File: src/verilog/datapath_pkg.sv
// RV32I subset encodings only; HALT is the all-ones word and funct fields outside the subset decode as add
`default_nettype none

package datapath_pkg;

    parameter int WORD_W = 32;
    parameter int REG_W  = 5;
    parameter int NREGS  = 32;

    typedef logic [WORD_W-1:0] word_t;
    typedef logic [REG_W-1:0]  reg_sel_t;

    // base opcodes of the supported subset
    typedef enum logic [6:0] {
        OP     = 7'b0110011,
        OP_IMM = 7'b0010011,
        LOAD   = 7'b0000011,
        STORE  = 7'b0100011,
        BRANCH = 7'b1100011,
        JAL    = 7'b1101111,
        HALT   = 7'b1111111
    } opcode_t;

    typedef enum logic [2:0] {
        ALU_ADD,
        ALU_SUB,
        ALU_AND,
        ALU_OR,
        ALU_XOR,
        ALU_SLT
    } alu_op_t;

    typedef struct packed {
        logic [6:0] funct7;
        reg_sel_t   rs2;
        reg_sel_t   rs1;
        logic [2:0] funct3;
        reg_sel_t   rd;
        logic [6:0] opcode;
    } r_fmt_t;

    typedef struct packed {
        logic [11:0] imm12;
        reg_sel_t    rs1;
        logic [2:0]  funct3;
        reg_sel_t    rd;
        logic [6:0]  opcode;
    } i_fmt_t;

    // S and B immediates come out of the r view (funct7 and rd)
    typedef union packed {
        r_fmt_t r;
        i_fmt_t i;
    } instr_u;

    typedef enum logic [1:0] {
        FU_NONE,
        FU_ALU,
        FU_LS,
        FU_BR
    } fu_sel_t;

    localparam word_t HALT_WORD = '1;

endpackage

`default_nettype wire

File: src/verilog/fetch_stage.sv
// memory must hold a request open until ihit; a redirect waits for an open request to finish
`timescale 1ns/1ps
`default_nettype none

module fetch_stage #(
    parameter datapath_pkg::word_t RESET_PC = '0
) (
    input  logic                   CLK,
    input  logic                   nrst,
    input  logic                   ihit,
    input  datapath_pkg::word_t    imemload,
    input  logic                   freeze,
    input  logic                   branch_miss,
    input  datapath_pkg::word_t    correct_pc,
    input  logic                   halt,
    output logic                   imemREN,
    output datapath_pkg::word_t    imemaddr,
    output datapath_pkg::instr_u   instr,
    output datapath_pkg::word_t    pc,
    output logic                   fetch_valid
);
    import datapath_pkg::*;

    word_t pc_q;
    word_t target_q;
    logic  run_q;
    logic  squash_q;

    assign imemREN  = run_q && !halt;
    assign imemaddr = pc_q;
    assign pc       = pc_q;
    assign instr    = imemload;

    // a word answered for a squashed address never reaches the latch
    assign fetch_valid = imemREN && ihit && !squash_q && !branch_miss;

    always_ff @(posedge CLK, negedge nrst) begin
        if (!nrst) begin
            pc_q     <= RESET_PC;
            target_q <= RESET_PC;
            run_q    <= 1'b0;
            squash_q <= 1'b0;
        end else begin
            run_q <= 1'b1;
            if (branch_miss) begin
                if (imemREN && !ihit) begin
                    // old request still open, finish it first
                    squash_q <= 1'b1;
                    target_q <= correct_pc;
                end else begin
                    pc_q     <= correct_pc;
                    squash_q <= 1'b0;
                end
            end else if (squash_q && ihit) begin
                pc_q     <= target_q;
                squash_q <= 1'b0;
            end else if (fetch_valid && !freeze) begin
                pc_q <= pc_q + 32'd4;
            end
        end
    end

endmodule

`default_nettype wire

File: src/verilog/regfile.sv
// x0 reads zero and ignores writes; a same-cycle write is returned on both read ports
`timescale 1ns/1ps
`default_nettype none

module regfile (
    input  logic                   CLK,
    input  logic                   nrst,
    input  logic                   wen,
    input  datapath_pkg::reg_sel_t wsel,
    input  datapath_pkg::word_t    wdat,
    input  datapath_pkg::reg_sel_t rsel1,
    input  datapath_pkg::reg_sel_t rsel2,
    output datapath_pkg::word_t    rdat1,
    output datapath_pkg::word_t    rdat2
);
    import datapath_pkg::*;

    word_t regs [NREGS];
    logic  wr_ok;

    assign wr_ok = wen && (wsel != '0);

    always_ff @(posedge CLK, negedge nrst) begin
        if (!nrst) begin
            regs <= '{default: '0};
        end else if (wr_ok) begin
            regs[wsel] <= wdat;
        end
    end

    // write-first bypass
    always_comb begin
        rdat1 = (wr_ok && wsel == rsel1) ? wdat : regs[rsel1];
        rdat2 = (wr_ok && wsel == rsel2) ? wdat : regs[rsel2];
    end

endmodule

`default_nettype wire

File: src/verilog/scoreboard.sv
// one issue slot; unknown opcodes issue as no-ops with no register effect
`timescale 1ns/1ps
`default_nettype none

module scoreboard (
    input  logic                   CLK,
    input  logic                   nrst,
    input  datapath_pkg::instr_u   instr,
    input  datapath_pkg::word_t    pc,
    input  logic                   fetch_valid,
    input  logic                   ex_busy,
    input  logic                   branch_miss,
    input  logic                   wb_reg_en,
    input  datapath_pkg::reg_sel_t wb_reg_sel,
    input  datapath_pkg::word_t    wb_wdat,
    output logic                   freeze,
    output logic                   issue_valid,
    output datapath_pkg::fu_sel_t  fu_sel,
    output datapath_pkg::alu_op_t  alu_op,
    output datapath_pkg::word_t    rdat1,
    output datapath_pkg::word_t    rdat2,
    output datapath_pkg::word_t    imm,
    output datapath_pkg::word_t    issue_pc,
    output datapath_pkg::reg_sel_t rd,
    output logic                   is_store,
    output logic                   branch_ne,
    output logic                   is_jal,
    output logic                   is_halt
);
    import datapath_pkg::*;

    opcode_t          op;
    fu_sel_t          fu_d;
    alu_op_t          alu_d;
    word_t            imm_d;
    word_t            rf_rdat1;
    word_t            rf_rdat2;
    reg_sel_t         rd_d;
    logic             use_rs1;
    logic             use_rs2;
    logic             writes;
    logic             hazard;
    logic             fire;
    logic [NREGS-1:0] busy_q;
    logic [NREGS-1:0] busy_now;
    logic [NREGS-1:0] busy_set;

    regfile u_regfile (
        .CLK(CLK), .nrst(nrst),
        .wen(wb_reg_en), .wsel(wb_reg_sel), .wdat(wb_wdat),
        .rsel1(instr.r.rs1), .rsel2(instr.r.rs2),
        .rdat1(rf_rdat1), .rdat2(rf_rdat2)
    );

    assign op = opcode_t'(instr.r.opcode);

    always_comb begin
        fu_d    = FU_NONE;
        alu_d   = ALU_ADD;
        use_rs1 = 1'b0;
        use_rs2 = 1'b0;
        writes  = 1'b0;
        imm_d   = {{20{instr.i.imm12[11]}}, instr.i.imm12};
        case (op)
            OP, OP_IMM: begin
                fu_d    = FU_ALU;
                use_rs1 = 1'b1;
                use_rs2 = (op == OP);
                writes  = 1'b1;
                case (instr.r.funct3)
                    3'b111:  alu_d = ALU_AND;
                    3'b110:  alu_d = ALU_OR;
                    3'b100:  alu_d = ALU_XOR;
                    3'b010:  alu_d = ALU_SLT;
                    default: alu_d = (op == OP && instr.r.funct7[5]) ? ALU_SUB : ALU_ADD;
                endcase
            end
            LOAD: begin
                fu_d    = FU_LS;
                use_rs1 = 1'b1;
                writes  = 1'b1;
            end
            STORE: begin
                fu_d    = FU_LS;
                use_rs1 = 1'b1;
                use_rs2 = 1'b1;
                imm_d   = {{20{instr.r.funct7[6]}}, instr.r.funct7, instr.r.rd};
            end
            BRANCH: begin
                fu_d    = FU_BR;
                use_rs1 = 1'b1;
                use_rs2 = 1'b1;
                imm_d   = {{19{instr.r.funct7[6]}}, instr.r.funct7[6], instr.r.rd[0],
                           instr.r.funct7[5:0], instr.r.rd[4:1], 1'b0};
            end
            JAL: begin
                fu_d   = FU_BR;
                writes = 1'b1;
                imm_d  = {{11{instr.i.imm12[11]}}, instr.i.imm12[11], instr.i.rs1,
                          instr.i.funct3, instr.i.imm12[0], instr.i.imm12[10:1], 1'b0};
            end
            default: begin
            end
        endcase
        // x0 as destination is no write at all
        writes = writes && (instr.r.rd != '0);
    end

    assign rd_d = writes ? instr.r.rd : '0;

    // a register released by writeback this cycle counts as free
    assign busy_now = busy_q & ~({{(NREGS-1){1'b0}}, wb_reg_en} << wb_reg_sel);
    assign hazard   = (use_rs1 && busy_now[instr.r.rs1]) ||
                      (use_rs2 && busy_now[instr.r.rs2]) ||
                      (writes && busy_now[rd_d]);
    assign freeze   = fetch_valid && (hazard || ex_busy);
    assign fire     = fetch_valid && !hazard && !ex_busy && !branch_miss;
    assign busy_set = {{(NREGS-1){1'b0}}, fire && writes} << rd_d;

    always_ff @(posedge CLK, negedge nrst) begin
        if (!nrst) begin
            busy_q      <= '0;
            issue_valid <= 1'b0;
        end else begin
            busy_q <= busy_now | busy_set;
            if (!ex_busy || branch_miss) begin
                issue_valid <= fire;
            end
        end
    end

    always_ff @(posedge CLK) begin
        if (fire) begin
            fu_sel    <= fu_d;
            alu_op    <= alu_d;
            rdat1     <= rf_rdat1;
            rdat2     <= (op == OP_IMM) ? imm_d : rf_rdat2;
            imm       <= imm_d;
            issue_pc  <= pc;
            rd        <= rd_d;
            is_store  <= (op == STORE);
            branch_ne <= instr.r.funct3[0];
            is_jal    <= (op == JAL);
            is_halt   <= (op == HALT) && (instr == HALT_WORD);
        end
    end

endmodule

`default_nettype wire

File: src/verilog/execute.sv
// word loads and stores only; the issue register must stay stable while ex_busy is high
`timescale 1ns/1ps
`default_nettype none

module execute (
    input  logic                   CLK,
    input  logic                   nrst,
    input  logic                   issue_valid,
    input  datapath_pkg::fu_sel_t  fu_sel,
    input  datapath_pkg::alu_op_t  alu_op,
    input  datapath_pkg::word_t    rdat1,
    input  datapath_pkg::word_t    rdat2,
    input  datapath_pkg::word_t    imm,
    input  datapath_pkg::word_t    issue_pc,
    input  datapath_pkg::reg_sel_t rd,
    input  logic                   is_store,
    input  logic                   branch_ne,
    input  logic                   is_jal,
    input  logic                   is_halt,
    input  logic                   dhit,
    input  datapath_pkg::word_t    dmemload,
    output logic                   dmemREN,
    output logic                   dmemWEN,
    output datapath_pkg::word_t    dmemaddr,
    output datapath_pkg::word_t    dmemstore,
    output logic                   ex_busy,
    output logic                   branch_resolved,
    output logic                   branch_miss,
    output datapath_pkg::word_t    correct_pc,
    output logic                   halt,
    output logic                   done,
    output datapath_pkg::word_t    wdat,
    output datapath_pkg::reg_sel_t reg_sel
);
    import datapath_pkg::*;

    word_t alu_out;
    logic  ls_req;
    logic  taken;
    logic  halt_q;

    always_comb begin
        case (alu_op)
            ALU_SUB: alu_out = rdat1 - rdat2;
            ALU_AND: alu_out = rdat1 & rdat2;
            ALU_OR:  alu_out = rdat1 | rdat2;
            ALU_XOR: alu_out = rdat1 ^ rdat2;
            ALU_SLT: alu_out = {{(WORD_W-1){1'b0}}, $signed(rdat1) < $signed(rdat2)};
            default: alu_out = rdat1 + rdat2;
        endcase
    end

    // request level follows the issue register until dhit
    assign ls_req    = issue_valid && (fu_sel == FU_LS);
    assign dmemREN   = ls_req && !is_store;
    assign dmemWEN   = ls_req && is_store;
    assign dmemaddr  = rdat1 + imm;
    assign dmemstore = rdat2;

    assign halt    = halt_q || (issue_valid && is_halt);
    assign ex_busy = (ls_req && !dhit) || halt;

    // static not-taken, so every taken branch is a miss
    assign branch_resolved = issue_valid && (fu_sel == FU_BR);
    assign taken           = is_jal || ((rdat1 == rdat2) != branch_ne);
    assign branch_miss     = branch_resolved && taken;
    assign correct_pc      = issue_pc + imm;

    always_comb begin
        done = 1'b0;
        wdat = alu_out;
        if (issue_valid) begin
            case (fu_sel)
                FU_ALU: done = 1'b1;
                FU_LS: begin
                    done = dhit && !is_store;
                    wdat = dmemload;
                end
                FU_BR: begin
                    done = is_jal;
                    wdat = issue_pc + 32'd4;
                end
                default: done = 1'b0;
            endcase
        end
    end

    assign reg_sel = rd;

    always_ff @(posedge CLK, negedge nrst) begin
        if (!nrst) begin
            halt_q <= 1'b0;
        end else if (issue_valid && is_halt) begin
            halt_q <= 1'b1;
        end
    end

endmodule

`default_nettype wire

File: src/verilog/writeback.sv
// one write per cycle; results aimed at x0 never raise reg_en
`timescale 1ns/1ps
`default_nettype none

module writeback (
    input  logic                   CLK,
    input  logic                   nrst,
    input  logic                   done,
    input  datapath_pkg::word_t    wdat,
    input  datapath_pkg::reg_sel_t reg_sel,
    output logic                   reg_en,
    output datapath_pkg::reg_sel_t wb_reg_sel,
    output datapath_pkg::word_t    wb_wdat
);
    import datapath_pkg::*;

    logic     done_q;
    reg_sel_t sel_q;
    word_t    wdat_q;

    // execute to writeback latch
    always_ff @(posedge CLK, negedge nrst) begin
        if (!nrst) begin
            done_q <= 1'b0;
        end else begin
            done_q <= done;
        end
    end

    always_ff @(posedge CLK) begin
        sel_q  <= reg_sel;
        wdat_q <= wdat;
    end

    // same strobe feeds the register file and the busy release
    assign reg_en     = done_q && (sel_q != '0);
    assign wb_reg_sel = sel_q;
    assign wb_wdat    = wdat_q;

endmodule

`default_nettype wire

File: src/verilog/sc_datapath.sv
// RESET_PC must be word aligned; both memories answer a held request with a one-cycle hit
`timescale 1ns/1ps
`default_nettype none

module sc_datapath #(
    parameter datapath_pkg::word_t RESET_PC = '0
) (
    input  logic                CLK,
    input  logic                nrst,
    output logic                imemREN,
    output datapath_pkg::word_t imemaddr,
    input  logic                ihit,
    input  datapath_pkg::word_t imemload,
    output logic                dmemREN,
    output logic                dmemWEN,
    output datapath_pkg::word_t dmemaddr,
    output datapath_pkg::word_t dmemstore,
    input  logic                dhit,
    input  datapath_pkg::word_t dmemload,
    output logic                halt
);
    import datapath_pkg::*;

    instr_u   f_instr, fl_instr;
    word_t    f_pc, fl_pc;
    logic     fetch_valid, fl_valid, freeze;
    logic     issue_valid, is_store, branch_ne, is_jal, is_halt;
    fu_sel_t  fu_sel;
    alu_op_t  alu_op;
    word_t    rdat1, rdat2, imm, issue_pc, correct_pc;
    reg_sel_t rd, ex_reg_sel, wb_reg_sel;
    logic     ex_busy, branch_miss, ex_done, wb_reg_en;
    word_t    ex_wdat, wb_wdat;

    fetch_stage #(.RESET_PC(RESET_PC)) u_fetch (
        .CLK(CLK), .nrst(nrst), .ihit(ihit), .imemload(imemload),
        .freeze(freeze), .branch_miss(branch_miss), .correct_pc(correct_pc), .halt(halt),
        .imemREN(imemREN), .imemaddr(imemaddr),
        .instr(f_instr), .pc(f_pc), .fetch_valid(fetch_valid)
    );

    // fetch latch, held by freeze and emptied by a miss
    always_ff @(posedge CLK, negedge nrst) begin
        if (!nrst) begin
            fl_valid <= 1'b0;
        end else if (branch_miss) begin
            fl_valid <= 1'b0;
        end else if (!freeze) begin
            fl_valid <= fetch_valid;
        end
    end

    always_ff @(posedge CLK) begin
        if (!freeze) begin
            fl_instr <= f_instr;
            fl_pc    <= f_pc;
        end
    end

    scoreboard u_scoreboard (
        .CLK(CLK), .nrst(nrst), .instr(fl_instr), .pc(fl_pc), .fetch_valid(fl_valid),
        .ex_busy(ex_busy), .branch_miss(branch_miss),
        .wb_reg_en(wb_reg_en), .wb_reg_sel(wb_reg_sel), .wb_wdat(wb_wdat),
        .freeze(freeze), .issue_valid(issue_valid), .fu_sel(fu_sel), .alu_op(alu_op),
        .rdat1(rdat1), .rdat2(rdat2), .imm(imm), .issue_pc(issue_pc), .rd(rd),
        .is_store(is_store), .branch_ne(branch_ne), .is_jal(is_jal), .is_halt(is_halt)
    );

    // resolution strobe has no consumer with static not-taken prediction
    execute u_execute (
        .CLK(CLK), .nrst(nrst), .issue_valid(issue_valid), .fu_sel(fu_sel), .alu_op(alu_op),
        .rdat1(rdat1), .rdat2(rdat2), .imm(imm), .issue_pc(issue_pc), .rd(rd),
        .is_store(is_store), .branch_ne(branch_ne), .is_jal(is_jal), .is_halt(is_halt),
        .dhit(dhit), .dmemload(dmemload), .dmemREN(dmemREN), .dmemWEN(dmemWEN),
        .dmemaddr(dmemaddr), .dmemstore(dmemstore), .ex_busy(ex_busy),
        .branch_resolved(), .branch_miss(branch_miss), .correct_pc(correct_pc),
        .halt(halt), .done(ex_done), .wdat(ex_wdat), .reg_sel(ex_reg_sel)
    );

    writeback u_writeback (
        .CLK(CLK), .nrst(nrst), .done(ex_done), .wdat(ex_wdat), .reg_sel(ex_reg_sel),
        .reg_en(wb_reg_en), .wb_reg_sel(wb_reg_sel), .wb_wdat(wb_wdat)
    );

endmodule

`default_nettype wire

File: config.mk
export PLATFORM = sky130hd
export DESIGN_NAME = sc_datapath
export DESIGN_NICKNAME = d
export VERILOG_FILES = /design/src/verilog/datapath_pkg.sv /design/src/verilog/fetch_stage.sv /design/src/verilog/regfile.sv /design/src/verilog/scoreboard.sv /design/src/verilog/execute.sv /design/src/verilog/writeback.sv /design/src/verilog/sc_datapath.sv
export SDC_FILE = /design/constraint.sdc
export NUM_CORES = 2
export LEC_CHECK = 0
export ABC_CLOCK_PERIOD_IN_PS = 8700
export BUFFER_PORTS_ARGS = -buffer_cell sky130_fd_sc_hd__buf_2
export CORE_UTILIZATION = 58
export CTS_BUF_LIST = sky130_fd_sc_hd__clkbuf_16
export CTS_CLUSTER_DIAMETER = 50
export DETAILED_ROUTE_END_ITERATION = 12
export PLACE_DENSITY = 0.76
export SYNTH_ARGS = -nofsm -noshare
export SYNTH_HDL_FRONTEND = slang
export SYNTH_SLANG_ARGS = --single-unit
export TNS_END_PERCENT = 100
File: constraint.sdc
create_clock -name CLK -period 8.7 [get_ports CLK]
set_clock_uncertainty 0.05 [all_clocks]
set_input_delay 0.435 -clock CLK [delete_from_list [all_inputs] [get_ports CLK]]
set_output_delay 0.435 -clock CLK [all_outputs]
set_load 0.02 [all_outputs]
==> flow_summary_export.csv <==
group,metric,value,unit
synthesis,syn-num-nets,6054,
sta,slew_headroom,5.66,%
setup_path,critPathMaxFanout,4,
synthesis,avgSynthCellArea,13.2,sq um
power,ir_drop,231,uV
sta,finalSetupViolations,0,
place,dpl.hpwl,139,mm
setup_path,reg2regPathDepth,10,
power,netSwitchingPower,6190,uW
synthesis,async_flop_share,82.9,%
setup_path,path_cells,"ha_1 > inv_1 > fa_1 > nor2b_1 > o31a_1 > o31a_1 > o41ai_2 > o211ai_1 > and2_1 > a221o_1 > a211oi_1 > o21bai_1 > a21oi_1 > xnor2_1 > buf_2",
power,p_sw_share,31.2,%
synthesis,ys_ff_latch,1358,
global_routing,grt_use_met2,53.8,%
setup_path,r2r-start,"u_writeback.done_q",
setup_path,crit_arrival,4720,ps
setup_path,crit_path_end_kind,"output port",
global_routing,antenna_found_initial,14,
setup_path,rr_endpoint,"u_scoreboard.rdat2[27]",
min_path,min_from,"dmemload[19]",
cts,postCtsSetupBuffers,0,
synthesis,synth.area.top_cells,"dfrtp_1 37%, mux4_2 19%, mux2_2 14%, edfxtp_1 7.6%, ha_1 2.6%",
floorplanning,initial_utilization,58.4,%
setup_path,crit_type,"register to output port",
cells_and_area,layout_common_cells,"1,126 x dfrtp_1, 975 x mux2_2, 653 x mux4_2",
sta,slew_violations,0,
cts,clock_latency,810,ps
synthesis,synth_edf_count,195,
sta,tns,0,ps
drt,wl_per_cell,30.6,um
cts,cts_buffer_depth,3,
cells_and_area,final_common_cell,"dfrtp_1",
sta,setup_ws,3490,ps
setup_path,r2r_setup_slack,3730,ps
setup_path,cpPeakStageDelay,590,ps
cts,cts_tree,"done",
outcome,status,"finished, violations left",
cells_and_area,fin_util,64.3,%
synthesis,synth_cells,5822,
global_routing,grt_max_degree,188,
drt,via_per_inst,6.96,
cells_and_area,layout-drive-gt1-share,37.6,%
setup_path,crit_path_top_delay_cell,"o41ai_2",
cts,clk_pin_slew,60,ps
global_routing,grt_use_total,35.5,%
global_routing,grt.busiest_layer,"met2",
setup_path,crit_top_cell,"o31a_1",
synthesis,netlist_area,76700,sq um
global_routing,grt_remaining_overflow,0,
cts,htree_levels,4,
synthesis,ys_dominant_reg_cell,"dfrtp_1",
place,portBuffers,167,
floorplanning,core,131000,sq um
global_routing,grt_pass1_wl,349,mm
setup_path,required,8220,ps
cells_and_area,fin_nets,6004,
drt,dr.first_iter.drc_count,6504,
power,sequentialPowerShare,43.6,%
floorplanning,die_y,366,um
floorplanning,pin_count,168,
synthesis,yosysTopAreaCellShare,36.7,%
sta,worstMarginPinSlew,1420,ps
cts,ctsResizeCount,0,
cells_and_area,design_area,84500,sq um
power,p_int,13600,uW
place,dp_slack,3800,ps
place,gp_congestion,0.989,
power,p_per_area,235,nW/um^2
drt,wl,234,mm
setup_path,worst_setup_path_start_kind,"register",
power,fin_total_pwr,19800,uW
floorplanning,dieArea,134000,sq um
sta,fin_crit_sh,59.9,%
drt,drtPass1Iterations,10,
place,placed_cell_area,79000,sq um
global_routing,grt_pass1_vias,53100,
cells_and_area,syn_to_final_growth,10.1,%
synthesis,synth-seq-area-share,45.3,%
min_path,hold_end,"u_writeback.wb_wdat[19]",
synthesis,ys_warn_count,0,
cts,cts_buffers,155,
flow_run,max_cap_violations,0,
floorplanning,num_rows,133,
cts,cts_sinks,1358,
synthesis,yosysTopAreaCell,"dfrtp_1",
outcome,violations,"design-rule violations",
sta,hold_violations,0,
drt,drc_errors,4,
drt,vias,53300,
floorplanning,dieWidth,366,um
power,leakage,0.0377,uW
global_routing,globalRouteMet3Util,8.98,%
power,pwr-share-comb,22.9,%
min_path,min_path_cells,3,
cts,cts-root-buf,"clkbuf_16",
synthesis,synth.distinct_cells,103,
drt,ant_nets,0,
global_routing,grt.met1_usage,47.9,%
sta,fmax,192,MHz
power,clock_power_share,33.4,%
sta,min_period,5210,ps
min_path,hp-class,"input pin to register",
sta,rsz0062_at_grt,"no",
==> power by group through the flow <==
stage          registers (uW)  clock network (uW)  logic, uW
2_1_floorplan            8230                   0       3450
4_1_cts                  8600                6690       4520
5_1_grt                  8790                6920       4830
3_3_place_gp             8610                   0       4410
6_report                 8660                6640       4550
3_5_place_dp             8690                   0       4490
==> what timing repair did <==
action / 4_1_cts / 5_1_grt
hold buffers: 35 / 0
endpoints found under the setup margin: 0 / 0
hold endpoints to repair: 111 / 0
==> metal layers <==
metal  part of all wire, %  routed length [um]  vias to the layer above
li1                      -                   -                    21900
met1                    39               90300                    27700
met2                    46              107000                     3007
met3                    10               24300                      672
met4                   5.3               12400                       14
met5                 0.045                 106                        -
==> sequential cells by signal, summed over array words and instances (netlist names), 2 cells and up <==
register and count:
u_fetch.imemaddr 32, u_scoreboard.imm 21, u_writeback.wb_reg_sel 5, u_writeback.wb_wdat 32
u_scoreboard.rdat1 32, fl_instr 32, u_scoreboard.rd 5, u_scoreboard.rdat2 32
u_scoreboard.busy_q 32, u_scoreboard.fu_sel 2, fl_pc 32, u_scoreboard.issue_pc 32
u_scoreboard.u_regfile.regs 1024, u_fetch.target_q 32, u_scoreboard.alu_op 3
==> how the worst max path moves through the flow <==
stage	start	end	slack, ps	cells past startpoint
after floorplan	u_scoreboard.rdat2[16]	u_scoreboard.alu_op[0]	160	10
after global placement	u_writeback.wb_reg_sel[2]	u_fetch.imemaddr[2]	3870	13
after detailed placement	u_writeback.wb_reg_sel[2]	u_fetch.imemaddr[2]	3800	13
after CTS	u_scoreboard.rdat1[0]	dmemaddr[30]	3460	15
after global routing	u_scoreboard.rdat1[0]	dmemaddr[30]	3130	15
final	u_scoreboard.rdat1[0]	dmemaddr[30]	3490	15
==> metrics by stage <==
step | instances | hold WS [ps]
3_3_place_gp | 7335 | 278
3_5_place_dp | 7335 | 285
2_1_floorplan | 5822 | 89.4
4_1_cts | 7658 | 2.46
6_report | 7660 | 58.1
5_1_grt | 7658 | 54.7
==> layout make-up <==
class                      instances  area (sq um)
antenna                            2          5.00
timing repair buffer             310          2180
inverter                         133           499
sequential                      1358         34800
multi-input combinational       3814         39700
tap                             1755          2200
clock inverter                   127          1140
fill                            9381         46800
clock buffer                     161          4030
==> worst max-delay path, delay by kind of cell, from the launching register on <==
family | cells | cell delay, ps
flip-flops | 1 | 440
AO/OA/AOI/OAI | 8 | 2310
XOR/XNOR | 1 | 140
adder cells (fa/ha/maj) | 2 | 460
AND/OR/NAND/NOR | 2 | 320
buffers and inverters | 2 | 250
==> Yosys cell counts (15+ instances only) <==
| cell type | n |
|---|---|
| a211oi_1 | 39 |
| a21o_1 | 52 |
| a21oi_1 | 215 |
| a31oi_1 | 21 |
| and2_1 | 15 |
| and3_1 | 23 |
| buf_1 | 115 |
| buf_2 | 17 |
| clkbuf_1 | 379 |
| dfrtp_1 | 1126 |
| dfxtp_1 | 37 |
| edfxtp_1 | 195 |
| ha_1 | 160 |
| inv_1 | 129 |
| mux2_2 | 975 |
| mux2i_1 | 81 |
| mux4_2 | 653 |
| nand2_1 | 405 |
| nand2b_1 | 25 |
| nand3_1 | 79 |
| nand4_1 | 23 |
| nor2_1 | 244 |
| nor2b_1 | 20 |
| nor3_1 | 39 |
| o211ai_1 | 23 |
| o21a_1 | 15 |
| o21ai_0 | 250 |
| o21ai_1 | 41 |
| o21bai_1 | 21 |
| o22ai_1 | 18 |
| o31ai_1 | 15 |
| xnor2_1 | 83 |
| xor2_1 | 65 |
==> logic make-up (layout without fill, tap and decap cells) <==
| family | after synthesis | after routing | share of synthesized area (%) |
|---|---|---|---|
| flops | 1358 | 1358 | 45.3 |
| simple gates | 948 | 948 | 5.64 |
| buf+inv | 650 | 731 | 3.26 |
| fa+ha+maj | 164 | 164 | 2.71 |
| xor+xnor | 148 | 148 | 1.69 |
| compound gates | 843 | 843 | 6.80 |
| mux | 1710 | 1710 | 34.6 |
| other cells | 1 | 3 | 0.00489 |
(Power assumes the default switching activity.)
